## src/verilog/countrate_pkg.sv

```systemverilog
// shared widths and packed tag, window position and channel hit types used by every meter block
`default_nettype none

package countrate_pkg;

    // width of a tag time and of the window size
    localparam int TAG_WIDTH = 64;

    // tag lanes delivered per clock
    localparam int NUM_TAGS = 4;

    localparam int CHANNEL_WIDTH = 6;

    // lanes with a channel at or above this are keep-alive tags
    localparam int NUM_CHANNELS = 16;

    // per-channel partial sum, holds up to NUM_TAGS
    localparam int SUM_WIDTH = 3;

    // one lane as it comes from the front end
    typedef struct packed {
        logic                     valid;
        logic [TAG_WIDTH-1:0]     tag_time;
        logic [CHANNEL_WIDTH-1:0] channel;
    } tag_lane_t;

    // lane 0 in the low bits
    typedef tag_lane_t [NUM_TAGS-1:0] tag_word_t;

    // where one lane sits against the two window ends
    typedef struct packed {
        // valid, consumed this cycle and measurement running
        logic qualified;
        // time at or after window_end
        logic past_end;
        // time at or after next_window_end
        logic past_next;
    } lane_pos_t;

    typedef lane_pos_t [NUM_TAGS-1:0] lane_pos_word_t;

    // one bit per lane
    typedef logic [NUM_TAGS-1:0] lane_mask_t;

    // per-channel lane masks, current window and next window
    typedef struct packed {
        lane_mask_t [NUM_CHANNELS-1:0] cur;
        lane_mask_t [NUM_CHANNELS-1:0] nxt;
    } channel_hits_t;

endpackage

`default_nettype wire

```

## src/verilog/channel_counters.sv

```systemverilog
// per-channel partial sums and window counters that latch the counts and pulse count_valid_o
`timescale 1ns/1ps
`default_nettype none

module channel_counters #(
    parameter int COUNTER_WIDTH = 32
) (
    input  logic                         clk,
    input  logic                         rst,
    input  countrate_pkg::channel_hits_t hits_i,
    input  logic                         update_window_i,
    input  logic                         meas_active_i,
    output logic [COUNTER_WIDTH-1:0]     count_data_o [countrate_pkg::NUM_CHANNELS],
    output logic                         count_valid_o
);
    import countrate_pkg::*;

    logic [SUM_WIDTH-1:0]     sum_cur_d [NUM_CHANNELS];
    logic [SUM_WIDTH-1:0]     sum_nxt_d [NUM_CHANNELS];
    logic [SUM_WIDTH-1:0]     sum_cur   [NUM_CHANNELS];
    logic [SUM_WIDTH-1:0]     sum_nxt   [NUM_CHANNELS];
    logic [COUNTER_WIDTH-1:0] counters  [NUM_CHANNELS];
    logic [2:0]               update_dly;

    // ones count of each lane mask
    always_comb begin
        for (int c = 0; c < NUM_CHANNELS; c++) begin
            sum_cur_d[c] = '0;
            sum_nxt_d[c] = '0;
            for (int l = 0; l < NUM_TAGS; l++) begin
                sum_cur_d[c] = sum_cur_d[c] + SUM_WIDTH'(hits_i.cur[c][l]);
                sum_nxt_d[c] = sum_nxt_d[c] + SUM_WIDTH'(hits_i.nxt[c][l]);
            end
        end
    end

    always_ff @(posedge clk) begin
        sum_cur <= sum_cur_d;
        sum_nxt <= sum_nxt_d;
    end

    // stage 1 lines up with the partial sums, stage 2 is the strobe
    always_ff @(posedge clk) begin
        if (rst) begin
            update_dly <= '0;
        end else begin
            update_dly <= {update_dly[1:0], update_window_i};
        end
    end

    // on a step the window total is the counter plus its last sum
    // the counter restarts from the tags already seen in the next window
    always_ff @(posedge clk) begin
        if (rst) begin
            counters <= '{default: '0};
        end else if (meas_active_i) begin
            for (int c = 0; c < NUM_CHANNELS; c++) begin
                if (update_dly[1]) begin
                    counters[c] <= COUNTER_WIDTH'(sum_nxt[c]);
                end else begin
                    counters[c] <= counters[c] + COUNTER_WIDTH'(sum_cur[c]);
                end
            end
        end
    end

    always_ff @(posedge clk) begin
        if (update_dly[1]) begin
            for (int c = 0; c < NUM_CHANNELS; c++) begin
                count_data_o[c] <= counters[c] + COUNTER_WIDTH'(sum_cur[c]);
            end
        end
    end

    assign count_valid_o = update_dly[2];

endmodule

`default_nettype wire

```

## config.mk

```make
export PLATFORM = sky130hd
export DESIGN_NAME = channel_counters
export DESIGN_NICKNAME = d
export VERILOG_FILES = /design/src/verilog/countrate_pkg.sv /design/src/verilog/channel_counters.sv
export SDC_FILE = /design/constraint.sdc
export NUM_CORES = 2
export LEC_CHECK = 0
export ABC_AREA = 1
export BUFFER_PORTS_ARGS = -buffer_cell sky130_fd_sc_hd__buf_2
export CORE_MARGIN = 1
export CORE_UTILIZATION = 35
export DETAILED_ROUTE_END_ITERATION = 7
export GPL_TIMING_DRIVEN = 0
export PLACE_DENSITY = 0.59
export SKIP_CTS_REPAIR_TIMING = 1
export SKIP_LAST_GASP = 1
export SYNTH_ARGS = -nofsm -noshare
export SYNTH_HDL_FRONTEND = slang
export SYNTH_SLANG_ARGS = --single-unit
```

## constraint.sdc

```tcl
create_clock -name clk -period 16.55 [get_ports clk]
set_clock_uncertainty 0.1 [all_clocks]
set_input_delay 0.8275 -clock clk [delete_from_list [all_inputs] [get_ports clk]]
set_output_delay 0.8275 -clock clk [all_outputs]
set_load 0.02 [all_outputs]
```

After elaboration in Yosys (flattened, before gate mapping):

Index checks and enable logic that the tools add are counted.
W data, S select, Z words.

* register bits after elaboration: 1123
* input port bits: 132
* output and inout port bits: 513
* word-level logic and storage cells: 193

* $add $sub $neg: 112
* mux-type cells: 16

Operators by type and width (number)
* $add A32 B3 Y32: 16
* $mux W32: 16
* $add A2 B1 Y3: 32
* $add A3 B1 Y3: 32
* $add A1 B1 Y2: 32

Depth between registers and ports, before layout:

* word-level depth: 3
* gate-level depth with buffers: 13
* depth with buffers taken out: 13

Worst setup path after synthesis:

No wires, ideal clock.

* kind: register -> register
* start point: register update_dly[1]
* end point: register counters[449] in the netlist's numbering
* data arrival time: 12718 ps
* data required time: 16380 ps
* slack: 3661 ps
* cell stages (with the launch flop): 8
* clock period less this slack: 12889 ps
* path through: dfxtp_1 > clkbuf_1 > buf_2 > buf_2 > nor2_1 > nor2_1 > o21ai_0 > a21oi_1

* word-level cells in the longest chain between the ends: 1

Ends and longest elaborated chain
* start, declared: RTL line channel_counters.sv:23 `logic [2:0] update_dly;`
* start signal, assigned: RTL line channel_counters.sv:47 `update_dly <= {update_dly[1:0], update_window_i};`
* $mux W32: RTL line channel_counters.sv:58 `if (update_dly[1]) begin`
* end signal, assigned by index: RTL line channel_counters.sv:59 `counters[c] <= COUNTER_WIDTH'(sum_nxt[c]);`
* end signal, assigned by index: RTL line channel_counters.sv:61 `counters[c] <= counters[c] + COUNTER_WIDTH'(sum_cur[c]);`
* end, declared: RTL line channel_counters.sv:22 `logic [COUNTER_WIDTH-1:0] counters [NUM_CHANNELS];`

No other way between the ends.
A chain may end at the register's enable or synchronous reset.

Worst setup path after layout:

* start point: register update_dly[1]
* end point: register counters[258] in the netlist's numbering

Same word-level chain as after synthesis.

==> results.toml <==
[status]
status = "complete, no violations"

[critical_path]
end_kind = "flip-flop"
r2r_cells = 6
regToRegStartpoint = "update_dly[1]"
ff2ff_setup_slack_ns = 12.83
start_kind = "flip-flop"
crit_slowest_cell = "buf_1"
r2r_end = "counters[258]"
cp_cell_sequence = "buf_16, clkbuf_1, buf_2, buf_1, a21oi_1, a21oi_1"
required_ns = 17.14
arrival_ns = 4.32
crit_path_frequent_cell = "a21oi_1"
max_stage_delay_ns = 1.09
crit_fanout = 63
worstSetupPathType = "flip-flop to flip-flop"

[layout]
drive_above_1_share_pct = 15.6
area_growth_pct = 19.2
finish.instance_area_um2 = 63800
nFillCells = 15300
nNetsFinal = 7495

[worst_hold_path]
worstHoldEndpoint = "update_dly[0]"
hold_start = "update_window_i"
holdPathStages = 3
hold_path_class = "input port to flip-flop"

[yosys]
synth_compound_area_share_pct = 6.25
muxShareOfSynthArea_pct = 0
ys_seq_area_share_pct = 51.6
synth_top_family_by_area = "simple AND/OR/NAND/NOR gates"
synthAdderAreaFrac_pct = 4.41
ys.warnings.count = 0
async_reset_ff_share_pct = 0
syn_area_per_cell_um2 = 8.34
synth_top_flop_cell = "dfxtp_1"
synth_nets = 6711
synth_cells = 6419
synth_edf_count = 512
synth_xor_area_share_pct = 3.78
synthSimpleGateAreaFrac_pct = 29.4
ys_ff_latch = 1123
synth.distinct_cells = 36
netlist_area_um2 = 53500

[detailed_routing]
dr.pass1.iters = 6
drc = 0
drt-wirelength-per-cell_um = 18.8
drtIter0Drc = 3236
drt-total-wl_mm = 176
routed_via_density = 4.83
dr_total_vias = 45100
final_antenna_net_count = 0

[timing]
setup_viol = 0
fin_crit_sh_pct = 22.5
final-max-slew-violation-count = 0
max_freq_ghz = 0.268
layout_min_cycle_time_ns = 3.72
rsz0062_at_grt = "no"
tns_ns = 0
hold_viol = 0
fin_ws_ns = 12.83
slew_headroom_pct = 3.14
worst_slew_pin_slew_ns = 1.45

[die]
die_x_um = 393
num_rows = 143
fp.dieH_um = 393
io_pins = 645
start_util_pct = 35.2
die_area_um2 = 154000
core-area_um2 = 152000

[power_and_ir_drop]
switchingPower_w = 0.00163
power.total_w = 0.00641
pwr_density_cell_nw_per_um2 = 101
p_clk_share_pct = 45.1
swShare_pct = 25.4
p_comb_share_pct = 7.5
vdd_drop_max_v = 0.0000987
power.sequential.fraction_pct = 47.4
p_int_w = 0.00478
power.leakage_nw = 24.5

[place]
port_buffers = 643
dp.final_hpwl_mm = 134
placed_cell_area_um2 = 59500
dp_slack_ns = 12.91
gp_congestion = 0.947

[clock_tree]
cts_buffer_depth = 3
clk_latency_ns = 0.78
clk_pin_slew_worst_paths_ns = 0.06
clock_sinks = 1123
cts-root-buf = "clkbuf_16"
ctsHtreeMaxLevel = 4
numCtsBuffers = 131
cts_tree = "done"

[global_routing]
antenna_found_initial = 18
grt_pass1_wl_mm = 257
grt-ovfl-total = 0
grt_pass1_vias = 42500
grt_max_degree = 68
grt_usage_pct = 22.2

[job]
cap_violations = 0
-- power by group through the flow --
stage	sequential, W	clock, W	combinational [W]
global placement	0.00315	0	0.000456
floorplan	0.00316	0	0.000225
detailed placement	0.00310	0	0.000482
CTS	0.00304	0.00295	0.000486
finish	0.00304	0.00289	0.000481
global route	0.00305	0.00306	0.000531
-- worst max-delay path by stage --
| stage | startpoint | end | slack [ns] | cells past startpoint |
|---|---|---|---|---|
| final | update_dly[1] | counters[258] | 12.83 | 6 |
| after global routing | update_dly[1] | counters[258] | 12.63 | 6 |
| after CTS | update_dly[1] | counters[258] | 12.88 | 6 |
| after detailed placement | update_dly[1] | counters[258] | 12.91 | 6 |
| after global placement | update_dly[1] | counters[258] | -3.12 | 5 |
| after floorplan | update_dly[1] | counters[449] | 3.66 | 7 |
-- synthesized netlist by cell type (all sizes together) (2+ instances only) --
cell type	count	area [um2]
a21o	29	218
a21oi	543	2740
and2	98	614
buf	75	378
clkbuf	107	402
dfxtp	611	12200
edfxtp	512	15400
fa	48	961
ha	112	1400
inv	442	1660
nand2	2307	8690
nand3	261	1460
nand3b	142	1070
nand4	37	231
nor2	789	3540
nor3b	2	15.0
o21ai	57	285
o21bai	14	105
or2	18	113
xnor2	78	706
xor2	135	1320
-- kinds of logic after synthesis --
logic type / Yosys count
compound gates: 643
xor+xnor: 213
fa+ha+maj: 160
buf+inv: 625
flops: 1123
simple gates: 3655
-- area by class of cell --
type	instances	area, um2	area share, %
Sequential cell	1123	27600	43.3
Buffer	182	787	1.23
Clock inverter	66	632	0.991
Inverter	443	1660	2.61
Antenna cell	3	7.51	0.0118
Timing Repair Buffer	651	3430	5.38
Clock buffer	178	3650	5.72
Tap cell	2030	2540	3.98
Multi-Input combinational cell	4671	23500	36.8
-- layout by cell type, fill, tap and decap left out, types with 53 or more instances in the layout --
master	synthesis	routed
clkbuf_16	0	134
buf_2	71	714
nor2_2	71	71
dfxtp_1	611	610
xor2_1	117	117
inv_1	440	440
nor2_1	665	665
o21ai_0	57	57
and2_1	97	97
nand2_1	2295	2295
ha_1	112	112
nor2_4	53	53
clkbuf_1	107	132
edfxtp_1	512	512
nand3_1	235	235
xnor2_1	75	75
nand3b_1	142	142
a21oi_1	540	540
-- state kept, by name (all words and copies together), names as in the netlist --
register,flops
update_dly,3
counters,512
sum_nxt,48
count_data_o,512
sum_cur,48
-- layer usage --
layer / up-vias / global-route usage (%) / part of all wire, %
met4: 6 / 8.34 / 3.7
met2: 1398 / 35.3 / 45
met5: - / 0 / 0.020
met3: 264 / 5.72 / 8.0
met1: 21200 / 28.9 / 43
li1: 22300 / - / -
-- worst max-delay path, delay by kind of cell (launching register included) --
| family | cells | cell delay [ns] |
|---|---|---|
| compound gates | 2 | 0.42 |
| flops | 1 | 0.93 |
| buf+inv | 4 | 2.08 |
-- stage by stage --
step	std cells	hold WS, ns	util (%)
floorplan	6419	0.288	-
global placement	9092	0.294	39.0
detailed placement	9100	0.287	39.2
CTS	9344	0.0888	42.0
global route	9345	0.122	42.0
finish	9347	0.159	42.0
Power figures use the tool's default switching activity.
