===== config.mk =====
export PLATFORM = sky130hd
export DESIGN_NAME = window_tracker
export DESIGN_NICKNAME = d
export VERILOG_FILES = /design/src/verilog/countrate_pkg.sv /design/src/verilog/window_tracker.sv
export SDC_FILE = /design/constraint.sdc
export NUM_CORES = 2
export LEC_CHECK = 0
export BUFFER_PORTS_ARGS = -buffer_cell sky130_fd_sc_hd__clkbuf_2
export CORE_AREA = 2 2 331 333
export CTS_CLUSTER_DIAMETER = 50
export DETAILED_ROUTE_END_ITERATION = 16
export DIE_AREA = 0 0 333 335
export SYNTH_ARGS = -nofsm -noshare
export SYNTH_HDL_FRONTEND = slang
export SYNTH_SLANG_ARGS = --single-unit

===== constraint.sdc =====
create_clock -name clk -period 8.2 [get_ports clk]
set_clock_uncertainty 0.2 [all_clocks]
set_input_delay 0.82 -clock clk [delete_from_list [all_inputs] [get_ports clk]]
set_output_delay 0.82 -clock clk [all_outputs]
set_load 0.005 [all_outputs]

===== src/verilog/countrate_pkg.sv =====
// shared widths and packed tag, window position and channel hit types used by every meter block
`default_nettype none

package countrate_pkg;

    // width of a tag time and of the window size
    localparam int TAG_WIDTH = 64;

    // tag lanes delivered per clock
    localparam int NUM_TAGS = 4;

    localparam int CHANNEL_WIDTH = 6;

    // lanes with a channel at or above this are keep-alive tags
    localparam int NUM_CHANNELS = 16;

    // per-channel partial sum, holds up to NUM_TAGS
    localparam int SUM_WIDTH = 3;

    // one lane as it comes from the front end
    typedef struct packed {
        logic                     valid;
        logic [TAG_WIDTH-1:0]     tag_time;
        logic [CHANNEL_WIDTH-1:0] channel;
    } tag_lane_t;

    // lane 0 in the low bits
    typedef tag_lane_t [NUM_TAGS-1:0] tag_word_t;

    // where one lane sits against the two window ends
    typedef struct packed {
        // valid, consumed this cycle and measurement running
        logic qualified;
        // time at or after window_end
        logic past_end;
        // time at or after next_window_end
        logic past_next;
    } lane_pos_t;

    typedef lane_pos_t [NUM_TAGS-1:0] lane_pos_word_t;

    // one bit per lane
    typedef logic [NUM_TAGS-1:0] lane_mask_t;

    // per-channel lane masks, current window and next window
    typedef struct packed {
        lane_mask_t [NUM_CHANNELS-1:0] cur;
        lane_mask_t [NUM_CHANNELS-1:0] nxt;
    } channel_hits_t;

endpackage

`default_nettype wire


===== src/verilog/window_tracker.sv =====
// window start and stepping logic that positions each lane and stalls the tag FIFO for far-future tags
`timescale 1ns/1ps
`default_nettype none

module window_tracker (
    input  logic                                clk,
    input  logic                                rst,
    input  countrate_pkg::tag_word_t            head_i,
    input  logic                                head_valid_i,
    input  logic [countrate_pkg::TAG_WIDTH-1:0] window_size_i,
    input  logic                                start_counting_i,
    output logic                                rd_en_o,
    output countrate_pkg::tag_word_t            sel_word_o,
    output countrate_pkg::lane_pos_word_t       lane_pos_o,
    output logic                                update_window_o,
    output logic                                meas_active_o
);
    import countrate_pkg::*;

    logic                 start_armed;
    logic                 meas_active;
    logic                 open_window;
    logic                 first_found;
    logic [TAG_WIDTH-1:0] first_time;
    logic [TAG_WIDTH-1:0] window_end;
    logic [TAG_WIDTH-1:0] next_window_end;
    logic [TAG_WIDTH-1:0] diff_end  [NUM_TAGS];
    logic [TAG_WIDTH-1:0] diff_next [NUM_TAGS];
    logic                 rd_en_q;
    logic                 rd_en_d;
    logic                 update_window;
    logic                 update_d1;
    tag_word_t            held_word;

    // with reads stopped the last consumed word is replayed
    assign sel_word_o = rd_en_q ? head_i : held_word;

    // highest valid lane of the head word, times rise with lane index
    always_comb begin
        first_found = 1'b0;
        first_time  = '0;
        for (int l = 0; l < NUM_TAGS; l++) begin
            if (head_i[l].valid) begin
                first_found = 1'b1;
                first_time  = head_i[l].tag_time;
            end
        end
    end

    assign open_window = !meas_active && start_armed && head_valid_i && first_found;

    // sign of the difference stays right after the time wraps past zero
    always_comb begin
        for (int l = 0; l < NUM_TAGS; l++) begin
            diff_end[l]  = sel_word_o[l].tag_time - window_end;
            diff_next[l] = sel_word_o[l].tag_time - next_window_end;
        end
    end

    // any live lane at or past window_end forces a step
    always_comb begin
        update_window = 1'b0;
        for (int l = 0; l < NUM_TAGS; l++) begin
            if (sel_word_o[l].valid && meas_active && (head_valid_i || !rd_en_q) &&
                !diff_end[l][TAG_WIDTH-1]) begin
                update_window = 1'b1;
            end
        end
    end

    // stop reading when a fresh lane lies beyond the next window
    always_comb begin
        rd_en_d = rd_en_q;
        for (int l = 0; l < NUM_TAGS; l++) begin
            if (sel_word_o[l].valid && meas_active && head_valid_i &&
                !diff_next[l][TAG_WIDTH-1]) begin
                rd_en_d = 1'b0;
            end
        end
        // steps have stopped, held lanes now sit in the current window
        if (!rd_en_q && update_d1 && !update_window) begin
            rd_en_d = 1'b1;
        end
    end

    // fresh lanes and held lanes still being walked towards are qualified
    always_comb begin
        for (int l = 0; l < NUM_TAGS; l++) begin
            lane_pos_o[l].qualified = sel_word_o[l].valid && meas_active &&
                                      (head_valid_i || !rd_en_d);
            lane_pos_o[l].past_end  = !diff_end[l][TAG_WIDTH-1];
            lane_pos_o[l].past_next = !diff_next[l][TAG_WIDTH-1];
        end
    end

    always_ff @(posedge clk) begin
        if (rst) begin
            start_armed <= 1'b0;
            meas_active <= 1'b0;
            rd_en_q     <= 1'b1;
            update_d1   <= 1'b0;
        end else begin
            // armed until a word is consumed, one measurement per reset
            if (start_armed && head_valid_i) begin
                start_armed <= 1'b0;
            end else if (start_counting_i && !meas_active) begin
                start_armed <= 1'b1;
            end
            if (open_window) begin
                meas_active <= 1'b1;
            end
            rd_en_q   <= rd_en_d;
            update_d1 <= update_window;
        end
    end

    // window size is sampled at every step so a change lands two windows later
    always_ff @(posedge clk) begin
        if (head_valid_i) begin
            held_word <= head_i;
        end
        if (open_window) begin
            window_end      <= first_time + window_size_i;
            next_window_end <= first_time + (window_size_i << 1);
        end else if (update_window) begin
            window_end      <= next_window_end;
            next_window_end <= next_window_end + window_size_i;
        end
    end

    assign rd_en_o         = rd_en_q;
    assign update_window_o = update_window;
    assign meas_active_o   = meas_active;

endmodule

`default_nettype wire

==> Word level (Yosys, flattened, before mapping) <==
Index checks and enable logic that the tools add are counted.
{ "classes": {"addsub": 11, "n_mux": 22, "n_reduce_logical": 47} }
{ "op_table": {"columns": ["operator", "count"], "rows": [
  ["two-way mux 64 bit", 8],
  ["subtractor 64 bit", 8],
  ["two-way mux 284 bit", 1],
  ["adder 64 bit", 3],
  ["logical AND 1 bit", 31],
  ["two-way mux 1 bit", 13],
  ["logical NOT 1 bit", 12],
  ["logical OR 1 bit", 2],
  ["nonzero test 2 bit", 1],
  ["OR reduction 2 bit", 1]
]} }
{ "totals": {"register_bits": 416, "in_bits": 352, "out_inout_bits": 299, "elab_cells": 98} }

==> Longest topological paths before layout <==
{ "logic_depth": {"word_depth": 14, "mapped_depth": 22, "ltp_nobuf": 20} }

==> Least setup slack after synthesis <==
OpenSTA, ideal clock, no wires.
{ "synth_timing": {"kind": "reg2reg", "from": "reg rd_en_q, in the netlist rd_en_o", "to": "reg next_window_end[0], enable pin", "t_arrival_ns": 6.819, "required_ns": 7.509, "setup_slack_ns": 0.689, "stages_incl_launch_ff": 18, "path_buffers": 4, "cell_sequence": "dfxtp_1 -> buf_2 -> buf_1 -> clkbuf_1 -> clkbuf_1 -> mux2_2 -> ha_1 -> nand4_1 -> or4_1 -> nor2_1 -> nand2_1 -> a2111oi_2 -> a221o_1 -> a211oi_2 -> xnor2_1 -> a21o_1 -> nand2_1 -> nand2_1"} }
{ "synth_lines": {"columns": ["element", "line_no", "source"], "rows": [
  ["from (decl)", "window_tracker.sv:29", "logic rd_en_q;"],
  ["from (signal assigned)", "window_tracker.sv:112", "rd_en_q <= rd_en_d;"],
  ["to (signal assigned)", "window_tracker.sv:124", "next_window_end <= first_time + (window_size_i << 1);"],
  ["to (signal assigned)", "window_tracker.sv:127", "next_window_end <= next_window_end + window_size_i;"],
  ["to (decl)", "window_tracker.sv:26", "logic [TAG_WIDTH-1:0] next_window_end;"]
]} }

==> impl_metrics.env <==
export IMPL_status="finished clean"
export IMPL_post_route_min_period_ps=6930
export IMPL_numCtsBuffers=71
export IMPL_cap_viol_max_count=0
export IMPL_max_freq_mhz=144
export IMPL_vias_per_cell=5.94
export IMPL_die_y_um=335
export IMPL_postRouteAntennaNets=0
export IMPL_synth_net_count=5396
export IMPL_floorplan_die_area_um2=112000
export IMPL_ir_drop_uv=111
export IMPL_r2r_worst_path_cells=15
export IMPL_pwr_share_clk_pct=35.4
export IMPL_routedWlPerCell_um=26.8
export IMPL_crit_type="reg -> out"
export IMPL_postCtsSetupBuffers=0
export IMPL_yosysWarnings=0
export IMPL_p_int_mw=5.57
export IMPL_die_width_um=333
export IMPL_row_count=121
export IMPL_grt_max_degree=144
export IMPL_final_util_pct=44.4
export IMPL_drt_initial_drc_count=3809
export IMPL_crit_path_start_kind="flip-flop"
export IMPL_ys_flop_type="edfxtp_1"
export IMPL_syn2layout_area_growth_pct=17.7
export IMPL_finalHoldViolations=0
export IMPL_fin_nets=5993
export IMPL_drive_gt1_share_pct=22.7
export IMPL_cts_path_max_buffers=3
export IMPL_core_area_um2=108000
export IMPL_yosysUniqueCellTypes=91
export IMPL_p_sw_share_pct=35.9
export IMPL_synth_edff_count=412
export IMPL_finalSetupViolCount=0
export IMPL_cellLeakagePower_nw=22.2
export IMPL_clkSlewWorstSetupHoldPaths_ps=60
export IMPL_start_util_pct=37.7
export IMPL_synth_async_reset_ratio_pct=0
export IMPL_timing_slew_headroom_pct=8.46
export IMPL_syn_area_per_cell_um2=9.36
export IMPL_hold_depth=1
export IMPL_rsz0062_at_grt="false"
export IMPL_worstSkewPairLatency_ps=640
export IMPL_cp_data_required_time_ps=7180
export IMPL_crit_path_max_fanout=55
export IMPL_cts_sinks=416
export IMPL_post_route_period_util_pct=84.6
export IMPL_cp_arrival_ps=5910
export IMPL_pwr_share_comb_pct=34.3
export IMPL_grt_pass1_vias=35600
export IMPL_cts_tree="yes"
export IMPL_end_kind="primary output"
export IMPL_fin_tns_setup_ps=0
export IMPL_seqPwrFrac_pct=30.3
export IMPL_ctsHoldBuffers=0
export IMPL_htree_levels=3
export IMPL_holdWs_ps=172
export IMPL_hp_class="in -> reg"
export IMPL_power_mw=8.70
export IMPL_ys_seq_area_share_pct=30.5
export IMPL_io_buffer_count=650
export IMPL_grt_overflow=0
export IMPL_cts_resized=0
export IMPL_pin_count=651
export IMPL_ys_seq_elements=416
export IMPL_place_gp_congestion=1.01
export IMPL_drc=0
export IMPL_routed_via_count=38300
export IMPL_routed_wirelength_um=173000
export IMPL_syn_area_um2=40800
export IMPL_finalMaxSlewViolations=0
export IMPL_cts_root_buf="clkbuf_16"
export IMPL_antenna_found_initial=27
export IMPL_pwr_density_cell_nw_per_um2=181
export IMPL_drt_first_pass_iters=6
export IMPL_synthCells=4357
export IMPL_grtUsageTotal_pct=29.7
export IMPL_grt_pass1_wl_um=243000
export IMPL_power_switching_mw=3.13
export IMPL_worst_pin_slew_ps=1360
export IMPL_hpwlAfterDp_um=144000
## worst paths after layout
path | to | slack [ps] | start
setup / recovery | lane_pos_o[11] | 1270 | rd_en_o$_SDFF_PP1_
hold / removal | held_word[217]$_DFFE_PP_ | 170 | head_i[217]
setup reg to reg | next_window_end[1]$_DFFE_PP_ | 1730 | rd_en_o$_SDFF_PP1_
hold reg to reg | start_armed$_SDFFE_PP0P_ | 390 | start_armed$_SDFFE_PP0P_
## flip-flops by register name, summed over array words and instances, names as in the netlist
| name | cells |
|---|---|
| held_word | 284 |
| window_end | 64 |
| meas_active_o | 1 |
| rd_en_o | 1 |
| update_d1 | 1 |
| next_window_end | 64 |
| start_armed | 1 |
## through the flow
stage               worst slack (ps)  cell area, um2  std cells
global placement                1770           45600       6295
finish                          1270           48000       6445
global route                    1030           48000       6445
floorplan                        689           40800       4357
detailed placement              1720           45600       6295
CTS                             1320           48000       6422
## final cells by class
class / count / area (um2)
antenna: 23 / 57.6
timing repair buffer: 686 / 3620
sequential: 416 / 12500
tap: 1414 / 1770
fill: 10600 / 60100
inverter: 186 / 698
clock inverter: 51 / 543
clock buffer: 76 / 1840
multi-input combinational: 3593 / 27000
## critical path: stages (launching register included)
cell	delay, ps
dfxtp_4	820
buf_12	390
mux2_2	450
ha_1	310
nand4_1	160
a2111oi_0	670
o211ai_1	330
a21oi_1	440
nor3_1	180
xnor2_1	190
a221o_1	340
a311oi_1	350
o21ai_1	200
and2_1	200
clkbuf_2	110
## power by group through the flow
stage	combinational (mW)	sequential, mW	clock [mW]
5_1_grt	3.25	2.65	3.18
3_5_place_dp	2.90	2.68	0
2_1_floorplan	1.89	2.64	0
4_1_cts	2.92	2.64	3.11
3_3_place_gp	2.88	2.67	0
6_report	2.98	2.64	3.08
## cell usage in the layout, fill, tap and decap left out, types with 11 or more instances in the layout
master / count
nand4_1: 127
o21ai_1: 21
o21a_1: 31
o21ai_0: 299
ha_1: 684
xor2_1: 82
nor2b_1: 33
a211oi_1: 40
and4_1: 12
clkinvlp_4: 11
mux2_2: 280
a21o_1: 269
clkbuf_16: 73
nand2_1: 360
nand2b_1: 27
a31oi_1: 25
xnor2_1: 104
nor2_1: 313
o211ai_1: 22
diode_2: 23
and3_1: 21
clkbuf_2: 646
o31ai_1: 18
a21oi_1: 474
a2111oi_0: 12
nand3_1: 54
or3_1: 15
inv_1: 186
o21bai_1: 40
nor3_1: 43
and2_1: 19
buf_4: 33
edfxtp_1: 412
## cells by family (layout without fill, tap and decap cells)
logic type,count (synthesis),count (layout),synth area share [%]
AO/OA/AOI/OAI,1378,1378,21.3
AND/OR/NAND/NOR,1052,1052,11.8
adder cells (fa/ha/maj),687,687,21.1
flip-flops,416,416,30.5
buffers and inverters,348,999,3.25
multiplexers,290,290,7.97
XOR/XNOR,186,186,3.99
other,0,23,0
## synthesized netlist by cell type (all sizes together) (7+ instances only)
library cell / count / share of area [%]
ha: 684 / 21
a21oi: 475 / 5.8
edfxtp: 412 / 30
nand2: 361 / 3.3
o21ai: 326 / 4.1
nor2: 313 / 2.9
mux2: 280 / 7.7
a21o: 269 / 5.0
inv: 186 / 1.7
clkbuf: 129 / 1.2
nand4: 127 / 1.9
xnor2: 104 / 2.2
xor2: 82 / 1.8
nand3: 54 / 0.66
nor3: 44 / 0.54
a211oi: 43 / 0.83
o21bai: 42 / 0.79
buf: 33 / 0.36
nor2b: 33 / 0.51
o21a: 31 / 0.57
a31oi: 29 / 0.53
nand2b: 27 / 0.41
o211ai: 23 / 0.44
o31ai: 22 / 0.50
and3: 21 / 0.32
and2: 20 / 0.31
a2111oi: 17 / 0.44
or3: 16 / 0.25
a221oi: 12 / 0.29
and4: 12 / 0.26
mux2i: 10 / 0.25
a221o: 9 / 0.22
a211o: 8 / 0.17
o2111ai: 8 / 0.17
nor4: 7 / 0.12
## layer usage
layer	share of wire [%]	wire, um	track usage (%)	vias up
met5	0.020	34	0	-
li1	-	-	-	17700
met3	8.7	15000	5.29	261
met2	42	73000	43.8	1800
met1	46	78900	43.1	18500
met4	3.3	5700	10.4	6
Note: power is estimated with default switching activity, not from simulation.
