## config.mk

```make
export PLATFORM = sky130hd
export DESIGN_NAME = tag_classifier
export DESIGN_NICKNAME = d
export VERILOG_FILES = /design/src/verilog/countrate_pkg.sv /design/src/verilog/tag_classifier.sv
export SDC_FILE = /design/constraint.sdc
export NUM_CORES = 1
export LEC_CHECK = 0
export ABC_AREA = 1
export ABC_CLOCK_PERIOD_IN_PS = 800
export BUFFER_PORTS_ARGS = -buffer_cell sky130_fd_sc_hd__buf_2
export CORE_AREA = 2 2 168 170
export DETAILED_ROUTE_END_ITERATION = 12
export DIE_AREA = 0 0 170 172
export PLACE_DENSITY = 0.51
export SLEW_MARGIN = 40
export SYNTH_ARGS = -nofsm -noshare
export SYNTH_HDL_FRONTEND = slang
export SYNTH_SLANG_ARGS = --single-unit
```

## constraint.sdc

```tcl
create_clock -name clk -period 0.8 [get_ports clk]
set_input_delay 0.16 -clock clk [delete_from_list [all_inputs] [get_ports clk]]
set_output_delay 0.16 -clock clk [all_outputs]
set_load 0.01 [all_outputs]
```

## src/verilog/countrate_pkg.sv

```systemverilog
// shared widths and packed tag, window position and channel hit types used by every meter block
`default_nettype none

package countrate_pkg;

    // width of a tag time and of the window size
    localparam int TAG_WIDTH = 64;

    // tag lanes delivered per clock
    localparam int NUM_TAGS = 4;

    localparam int CHANNEL_WIDTH = 6;

    // lanes with a channel at or above this are keep-alive tags
    localparam int NUM_CHANNELS = 16;

    // per-channel partial sum, holds up to NUM_TAGS
    localparam int SUM_WIDTH = 3;

    // one lane as it comes from the front end
    typedef struct packed {
        logic                     valid;
        logic [TAG_WIDTH-1:0]     tag_time;
        logic [CHANNEL_WIDTH-1:0] channel;
    } tag_lane_t;

    // lane 0 in the low bits
    typedef tag_lane_t [NUM_TAGS-1:0] tag_word_t;

    // where one lane sits against the two window ends
    typedef struct packed {
        // valid, consumed this cycle and measurement running
        logic qualified;
        // time at or after window_end
        logic past_end;
        // time at or after next_window_end
        logic past_next;
    } lane_pos_t;

    typedef lane_pos_t [NUM_TAGS-1:0] lane_pos_word_t;

    // one bit per lane
    typedef logic [NUM_TAGS-1:0] lane_mask_t;

    // per-channel lane masks, current window and next window
    typedef struct packed {
        lane_mask_t [NUM_CHANNELS-1:0] cur;
        lane_mask_t [NUM_CHANNELS-1:0] nxt;
    } channel_hits_t;

endpackage

`default_nettype wire

```

## src/verilog/tag_classifier.sv

```systemverilog
// maps qualified lanes onto per-channel hit masks for the current and the next window, one cycle late
`timescale 1ns/1ps
`default_nettype none

module tag_classifier (
    input  logic                          clk,
    input  logic                          rst,
    input  countrate_pkg::tag_word_t      sel_word_i,
    input  countrate_pkg::lane_pos_word_t lane_pos_i,
    input  logic                          head_valid_i,
    output countrate_pkg::channel_hits_t  hits_o
);
    import countrate_pkg::*;

    logic [NUM_CHANNELS-1:0] ch_sel [NUM_TAGS];
    logic [NUM_TAGS-1:0]     to_cur;
    logic [NUM_TAGS-1:0]     to_next;
    channel_hits_t           hits_d;

    // one-hot channel per lane
    // keep-alive channels match no counted channel and vanish here
    always_comb begin
        for (int l = 0; l < NUM_TAGS; l++) begin
            for (int c = 0; c < NUM_CHANNELS; c++) begin
                ch_sel[l][c] = (sel_word_i[l].channel == CHANNEL_WIDTH'(c));
            end
        end
    end

    // current window only for lanes freshly read from the FIFO
    // a replayed word was already counted there
    always_comb begin
        for (int l = 0; l < NUM_TAGS; l++) begin
            to_cur[l]  = lane_pos_i[l].qualified && !lane_pos_i[l].past_end && head_valid_i;
            to_next[l] = lane_pos_i[l].qualified && lane_pos_i[l].past_end &&
                         !lane_pos_i[l].past_next;
        end
    end

    always_comb begin
        hits_d = '0;
        for (int c = 0; c < NUM_CHANNELS; c++) begin
            for (int l = 0; l < NUM_TAGS; l++) begin
                hits_d.cur[c][l] = to_cur[l] && ch_sel[l][c];
                hits_d.nxt[c][l] = to_next[l] && ch_sel[l][c];
            end
        end
    end

    always_ff @(posedge clk) begin
        if (rst) begin
            hits_o <= '0;
        end else begin
            hits_o <= hits_d;
        end
    end

endmodule

`default_nettype wire

```

**Yosys cells after proc, flatten, opt, wreduce, memory -nomap -nowiden**

Cells that the tools add are included.

- Bits in writable memories: 0
- Memories: 0
- Bits in latches: 0
- Memory bits (read-only): 0
- Input bits: 299
- Bits in registers: 128
- Output and inout port bits: 128

- Multiplexer cells: 0
- Add/subtract/negate cells: 0
- $lt $le $gt $ge: 0
- Eq/ne operators: 60
- Bitwise logic cells: 0
- $mul: 0
- Shift-type cells: 0
- Div/mod/pow operators: 0
- Reductions and logical operators: 156

Operators with widths:

| kind | count |
|---|---|
| 6-bit by 4-bit equality test with 1-bit output, second input constant | 32 |
| 1-bit logical AND | 144 |
| 6-bit by 3-bit equality test with 1-bit output, second input constant | 16 |
| 6-bit by 2-bit equality test with 1-bit output, second input constant | 8 |
| 6-bit by 1-bit equality test with 1-bit output, second input constant | 4 |
| 6-bit zero test | 4 |
| 1-bit zero test | 8 |

**Logic depth before layout (Yosys ltp)**

Gate-level depths: netlist (run 1).

- Depth in word-level cells: 4
- Gate-level depth with buffers: 5
- Depth with buffers taken out: 4

**Least setup slack after synthesis (run 1)**

Ideal clock, no wire load.

- Path type: in2reg
- Start: input port rst
- End: register hits_o[18] in the netlist's numbering
- Data arrival time: 0.731 ns
- Buffers on the path: 2
- Cell stages on the path: 5
- Setup slack: 0.004 ns
- Setup time: 0.065 ns
- Cell sequence: buf_6 nor2_2 nand3_2 buf_6 nor2_1

RTL lines:

| what | RTL line | source |
|---|---|---|
| start: declaration | tag_classifier.sv:7 | `input logic rst,` |
| end signal: assignment | tag_classifier.sv:54 | `hits_o <= hits_d;` |
| end: declaration | tag_classifier.sv:11 | `output countrate_pkg::channel_hits_t hits_o` |

**Final worst setup path (run 1)**

- Start: register hits_o[85] in the netlist's numbering
- End: output port hits_o[85] in the netlist's numbering

No word-level cell between the ends.

==> metrics, run 1 <==
status finished with violations; failing checks negative setup slack; TritonCTS buffer count 17; Worst Hold Margin 0.118 ns; yosys warns 0; Crit-path slowest cell dfxtp_2; antenna viol nets, final 0; Worst path max stage delay 0.32 ns; net count after synthesis 708; max reg flops 128; layout cells sized above 1 50.9%; Mapped Area 3900 sq um; IO Pins 427; fin crit period 1.01 ns; max frequency 987 MHz; num rows 61; most area-hungry cell type in the Yosys netlist dfxtp_1; share of the synthesized area in the top cell type 65.7%; Synth Area in XOR/XNOR 0%; CP startpoint kind flop; initial cell density of the core 14.2%; Bufs and invs on worst path 1; Num Clock Sinks 128; synthesized instance count 409; Core Region 27500 sq um; GRT Overall Usage 8.55%; post-synthesis mux area share 0%; final hold vios 0; synth-to-layout area growth 67.7%; Slew HR 79.5%; # Max-Cap Violations 0; clk buf depth 2; largest net degree at the start of global routing 17; initial antenna violation count 2; hold depth 4; average vias per placed instance 3.44; Arrival @ worst endpoint 0.85 ns; post-synthesis adder-cell area fraction 0%; Final Cycle Share 127%; WS Path Type flop to primary output; drc violations 0; Wirelength per Cell 12.7 microns; root buf cell clkbuf_16; Lkg Pwr 2.86 nW; Final Max Slew Viols 0; final setup fails 128; CP Capture Type primary output; Cell variety after synth 11; Die X-Extent 170 microns; vias in the first global route 3254; RSZ-0062 raised after global routing true; Crit path max-delay family flip-flops; Compound-Gate Fraction of Synth Area 0%; Max VDD drop 0.00108 V; nets 922; initial drt markers 169; Setup Buffers After CTS 0; DP HPWL 9440 microns; FF+latch count, synth 128; worst slew pin tran 0.308 ns; clk slew on worst S/H paths 0.06 ns; Tot Pwr 15.0 mW; DIE AREA 29200 sq um; top cells by area, synth dfxtp_1 (66%), nor2_1 (14%), nand3_1 (8.2%); fraction of the mapped netlist area in simple logic gates 28.6%; CTS tree yes; hold crit path type primary input to flop; Synth Area per Inst 9.53 sq um; WP data required 0.64 ns; Diodes inserted 0; total grt overflow 0; vias 3374; DRT Pass-1 Iters 4; Top Registers hits_o (128); smallest setup slack after layout -0.213 ns; first-pass GRT wire length 18400 microns; routability cong. 0.713; most flop-heavy register hits_o; CP max FO 1; Routed Wire Length 12500 microns; # port buffers 166; P per Cell Area 2290 nW/um^2; worst-path cell chain buf_6; H-tree depth 4; largest family of logic cells by synthesized area simple AND/OR/NAND/NOR gates; Stages on worst setup path 1; sequential cell area fraction in the yosys report 65.7%; fin util 23.8%; Die Y 172 microns
## cell type report
class / count / area (sq um)
timing repair buffer: 208 / 1660
multi-input combinational: 244 / 1110
inverter: 24 / 90.1
clock buffer: 19 / 453
tap: 346 / 433
fill: 2987 / 20900
sequential: 128 / 2640
clock inverter: 13 / 149
## report_power, final
part / switching (mW) / internal [mW]
clock: 3.07 / 4.82
sequential: 0.00239 / 6.38
combinational: 0.404 / 0.305
total: 3.48 / 11.5
## cells in the mapped netlist (all sizes together)
master and count:
dfxtp 128, nor2 164, nand2 8, inv 24, nand3 72, buf 13
## metrics by stage
stage          setup WS, ns  setup TNS, ns  area, sq um  instances
2_1_floorplan       0.00434              0         3900        409
3_3_place_gp         -0.186         -19.14         5470        950
3_5_place_dp         -0.228         -20.59         5470        950
4_1_cts              -0.249         -29.39         6280        982
5_1_grt              -0.256         -30.34         6540        982
6_report             -0.213         -25.11         6540        982
## cells in the final DEF, fill, tap and decap left out, drive strengths merged
master / synthesis / final
bufinv: 0 / 2
nor2: 164 / 164
nand2: 8 / 8
clkinv: 0 / 5
buf: 13 / 208
clkbuf: 0 / 19
inv: 24 / 30
dfxtp: 128 / 128
nand3: 72 / 72
## worst paths after layout
path / start / to
worst min-delay path: sel_word_i[145] / hits_o[30]
worst max-delay path: hits_o[85] / hits_o[85]
## routing by layer
metal  share of wire [%]  track usage [%]  vias to the layer above
li1                    -                -                     1714
met1                  45             10.5                     1534
met2                  47             13.6                      109
met3                 6.7             3.39                       13
met4                 1.2             3.05                        4
met5                0.21                0                        -
## what timing repair did
| action | in CTS | in global routing |
|---|---|---|
| cloned | 0 | 0 |
| gates resized for setup | 56 | 68 |
| hold buffers | 0 | 0 |
| setup endpoints to repair | 128 | 128 |
## cells by family (layout without fill, tap and decap cells)
group	Yosys count	after routing
buf+inv	37	264
flops	128	128
simple gates	244	244
Note: power is estimated with default switching activity, not from simulation.
==> run 2, diff against run 1 <==
ABC_AREA = not set   (was 1)
ABC_CLOCK_PERIOD_IN_PS = not set   (was 800)
CORE_AREA = 2 2 167 169   (was 2 2 168 170)
DIE_AREA = 0 0 169 171   (was 0 0 170 172)
==> run 2 against run 1 <==
  * The flow still finishes with violations (negative setup slack)
  * Die area decreased by 1.2%
  * Synthesized cell count is 17% lower
  * Hold slack improved by 0.027 ns
  * Clock-buffer cell count shrank 1
  * Critical path type unchanged
  * Critical endpoint is now hits_o[8]
  * Highest routed layer unchanged
==> metrics, run 2 <==
vias 3075 (-8.9%); antenna viol nets, final 0 (unchanged); Synth Area in XOR/XNOR 0% (unchanged); most area-hungry cell type in the Yosys netlist dfxtp_1; top_reg_cell synth dfxtp_1; leading cell type in the layout, fill and taps excluded nor3_2; # port buffers 166 (unchanged); max reg flops 128 (unchanged); num rows 61 (unchanged); Stages on worst setup path 1 (unchanged); net count after synthesis 639 (-9.7%); initial antenna violation count 2 (unchanged); Crit path max-delay family flip-flops; FF+latch count, synth 128 (unchanged); final setup fails 128 (unchanged); Final Cycle Share 127% (+0.53 points); smallest setup slack after layout -0.217 ns (-0.00424 ns); P per Cell Area 2150 nW/um^2 (-6.3%); hold depth 4 (unchanged); Die X-Extent 169 microns (-0.59%); H-tree depth 4 (unchanged); fin crit period 1.02 ns (+0.00424 ns); Bufs and invs on worst path 1 (unchanged); Cell variety after synth 11 (unchanged); Routed Wire Length 12500 microns (+0.12%); root buf cell clkbuf_16; DRT Pass-1 Iters 4 (unchanged); top cells by area, synth dfxtp_1 (69%), nor3_1 (17%), nand4bb_1 (3.6%); most flop-heavy register hits_o; synthesized instance count 340 (-17%); RSZ-0062 raised after global routing true; Wirelength per Cell 14.3 microns (+13%); Worst path max stage delay 0.33 ns (about the same); status finished with violations; CP Capture Type primary output; Crit-path slowest cell dfxtp_2; Synth Area per Inst 11.0 sq um (+15%); Post-synth EDFFs 0 (unchanged); vias in the first global route 3169 (-2.6%); GRT Overall Usage 8.94% (+0.39 points); sequential cell area fraction in the yosys report 68.7% (+3.0 points); WS Path Type flop to primary output; CP max FO 1 (unchanged); drc violations 0 (unchanged); DP HPWL 9280 microns (-1.7%); worst-path cell chain buf_6; routability cong. 0.671 (-5.9%); WP data required 0.64 ns (about the same); post-synthesis mux area share 0% (unchanged); initial cell density of the core 13.6% (-0.54 points); nets 810 (-12%); ys async rst share 0% (unchanged); fraction of the mapped netlist area in simple logic gates 26.2% (-2.4 points); DIE AREA 28900 sq um (-1.2%); Slew HR 74.0% (-5.5 points); Commonest cells post-synth dfxtp_1 (128), nor3_1 (128), buf_2 (20), clkbuf_1 (18), nand4bb_1 (12); CP startpoint kind flop; fillers 2850 (-4.6%); failing checks negative setup slack; largest family of logic cells by synthesized area simple AND/OR/NAND/NOR gates; fin util 25.5% (+1.7 points); share of the synthesized area in the top cell type 68.7% (+3.0 points); clk buf depth 2 (unchanged); total grt overflow 0 (unchanged); IO Pins 427 (unchanged); Top Registers hits_o (128); Die Y 171 microns (-0.58%); Max VDD drop 0.00107 V (-0.52%); Compound-Gate Fraction of Synth Area 0% (unchanged); Core Region 27300 sq um (-0.56%); max frequency 983 MHz (-0.42%); hold crit path type primary input to flop; TritonCTS buffer count 17 (unchanged); first-pass GRT wire length 19100 microns (+3.7%); Num Clock Sinks 128 (unchanged); synth-to-layout area growth 86.7%; Mapped Area 3730 sq um (-4.3%); Reg area 2660 sq um (+0.71%); post-synthesis adder-cell area fraction 0% (unchanged); multi-input logic area 1560 sq um (+40%); Final Max Slew Viols 0 (unchanged); worst slew pin tran 0.389 ns (+0.0809 ns); average vias per placed instance 3.53 (+2.6%); yosys warns 0 (unchanged); CTS tree yes; # Max-Cap Violations 0 (unchanged); layout cells sized above 1 81.7% (+31 points); Lkg Pwr 2.61 nW (-8.4%); Tot Pwr 14.9 mW (-0.23%); Arrival @ worst endpoint 0.86 ns (about the same); initial drt markers 162 (-4.1%); clk slew on worst S/H paths 0.07 ns (about the same); commonest non-fill, non-tap cells in the layout nor3_2 (107), buf_2 (89), dfxtp_2 (77), buf_6 (77), dfxtp_1 (51); largest net degree at the start of global routing 17 (unchanged); final hold vios 0 (unchanged)
## run 2: cell types whose count changed after synthesis, sizes merged, moves of 13 or more
cell    change
buf        +13
clkbuf     +18
inv        -24
nand3      -72
nor2      -164
nor3      +128
## run 2: logic make-up (layout without fill, tap and decap cells)
logic type / count (synthesis) / after routing
simple gates: 168 / 168
buf+inv: 44 / 228
other cells: 0 / 2
flops: 128 / 128
## run 2: path summary, 6_finish.rpt
kind,endpoint,from
worst min-delay path,hits_o[56],sel_word_i[2]
worst max-delay path,hits_o[8],hits_o[8]
## run 2: layout make-up
class	count	share of cell area (%)
Sequential cell	128	38.2
Clock inverter	14	2.26
Multi-Input combinational cell	168	22.4
Clock buffer	18	6.31
Timing Repair Buffer	196	24.6
Tap cell	346	6.22
Antenna cell	2	0.0719
## run 2: layer usage
layer	global-route usage, %	vias up	wire, microns
met2	13.8	103	5800
met3	2.96	10	737
met4	3.90	2	193
met5	0	-	12
met1	11.4	1442	5770
li1	-	1518	-
## run 2: power breakdown
group          internal, mW  leakage, nW  switching (mW)  total [mW]
Combinational         0.300         1.26           0.437       0.737
Sequential             6.38         1.07         0.00275        6.38
Clock                  4.72        0.283            3.11        7.83
Total                  11.4         2.61            3.55        14.9
## run 2: what timing repair did
| action | in CTS | in global routing |
|---|---|---|
| cloned | 0 | 0 |
| resized for setup | 107 | 50 |
| endpoints found under the setup margin | 128 | 128 |
| buffers inserted | 0 | 0 |
| hold buffers | 0 | 0 |
## run 2: stage by stage
step	hold WS [ns]	TNS (ns)	setup slack (ns)	std cells	cell area [sq um]
finish	0.145	-24.57	-0.217	872	6960
global route	0.136	-30.28	-0.266	870	6960
detailed placement	0.552	-39.15	-0.378	838	5780
floorplan	0.464	-17.55	-0.180	340	4570
CTS	0.114	-29.11	-0.253	870	6780
global placement	0.553	-38.57	-0.400	838	5780
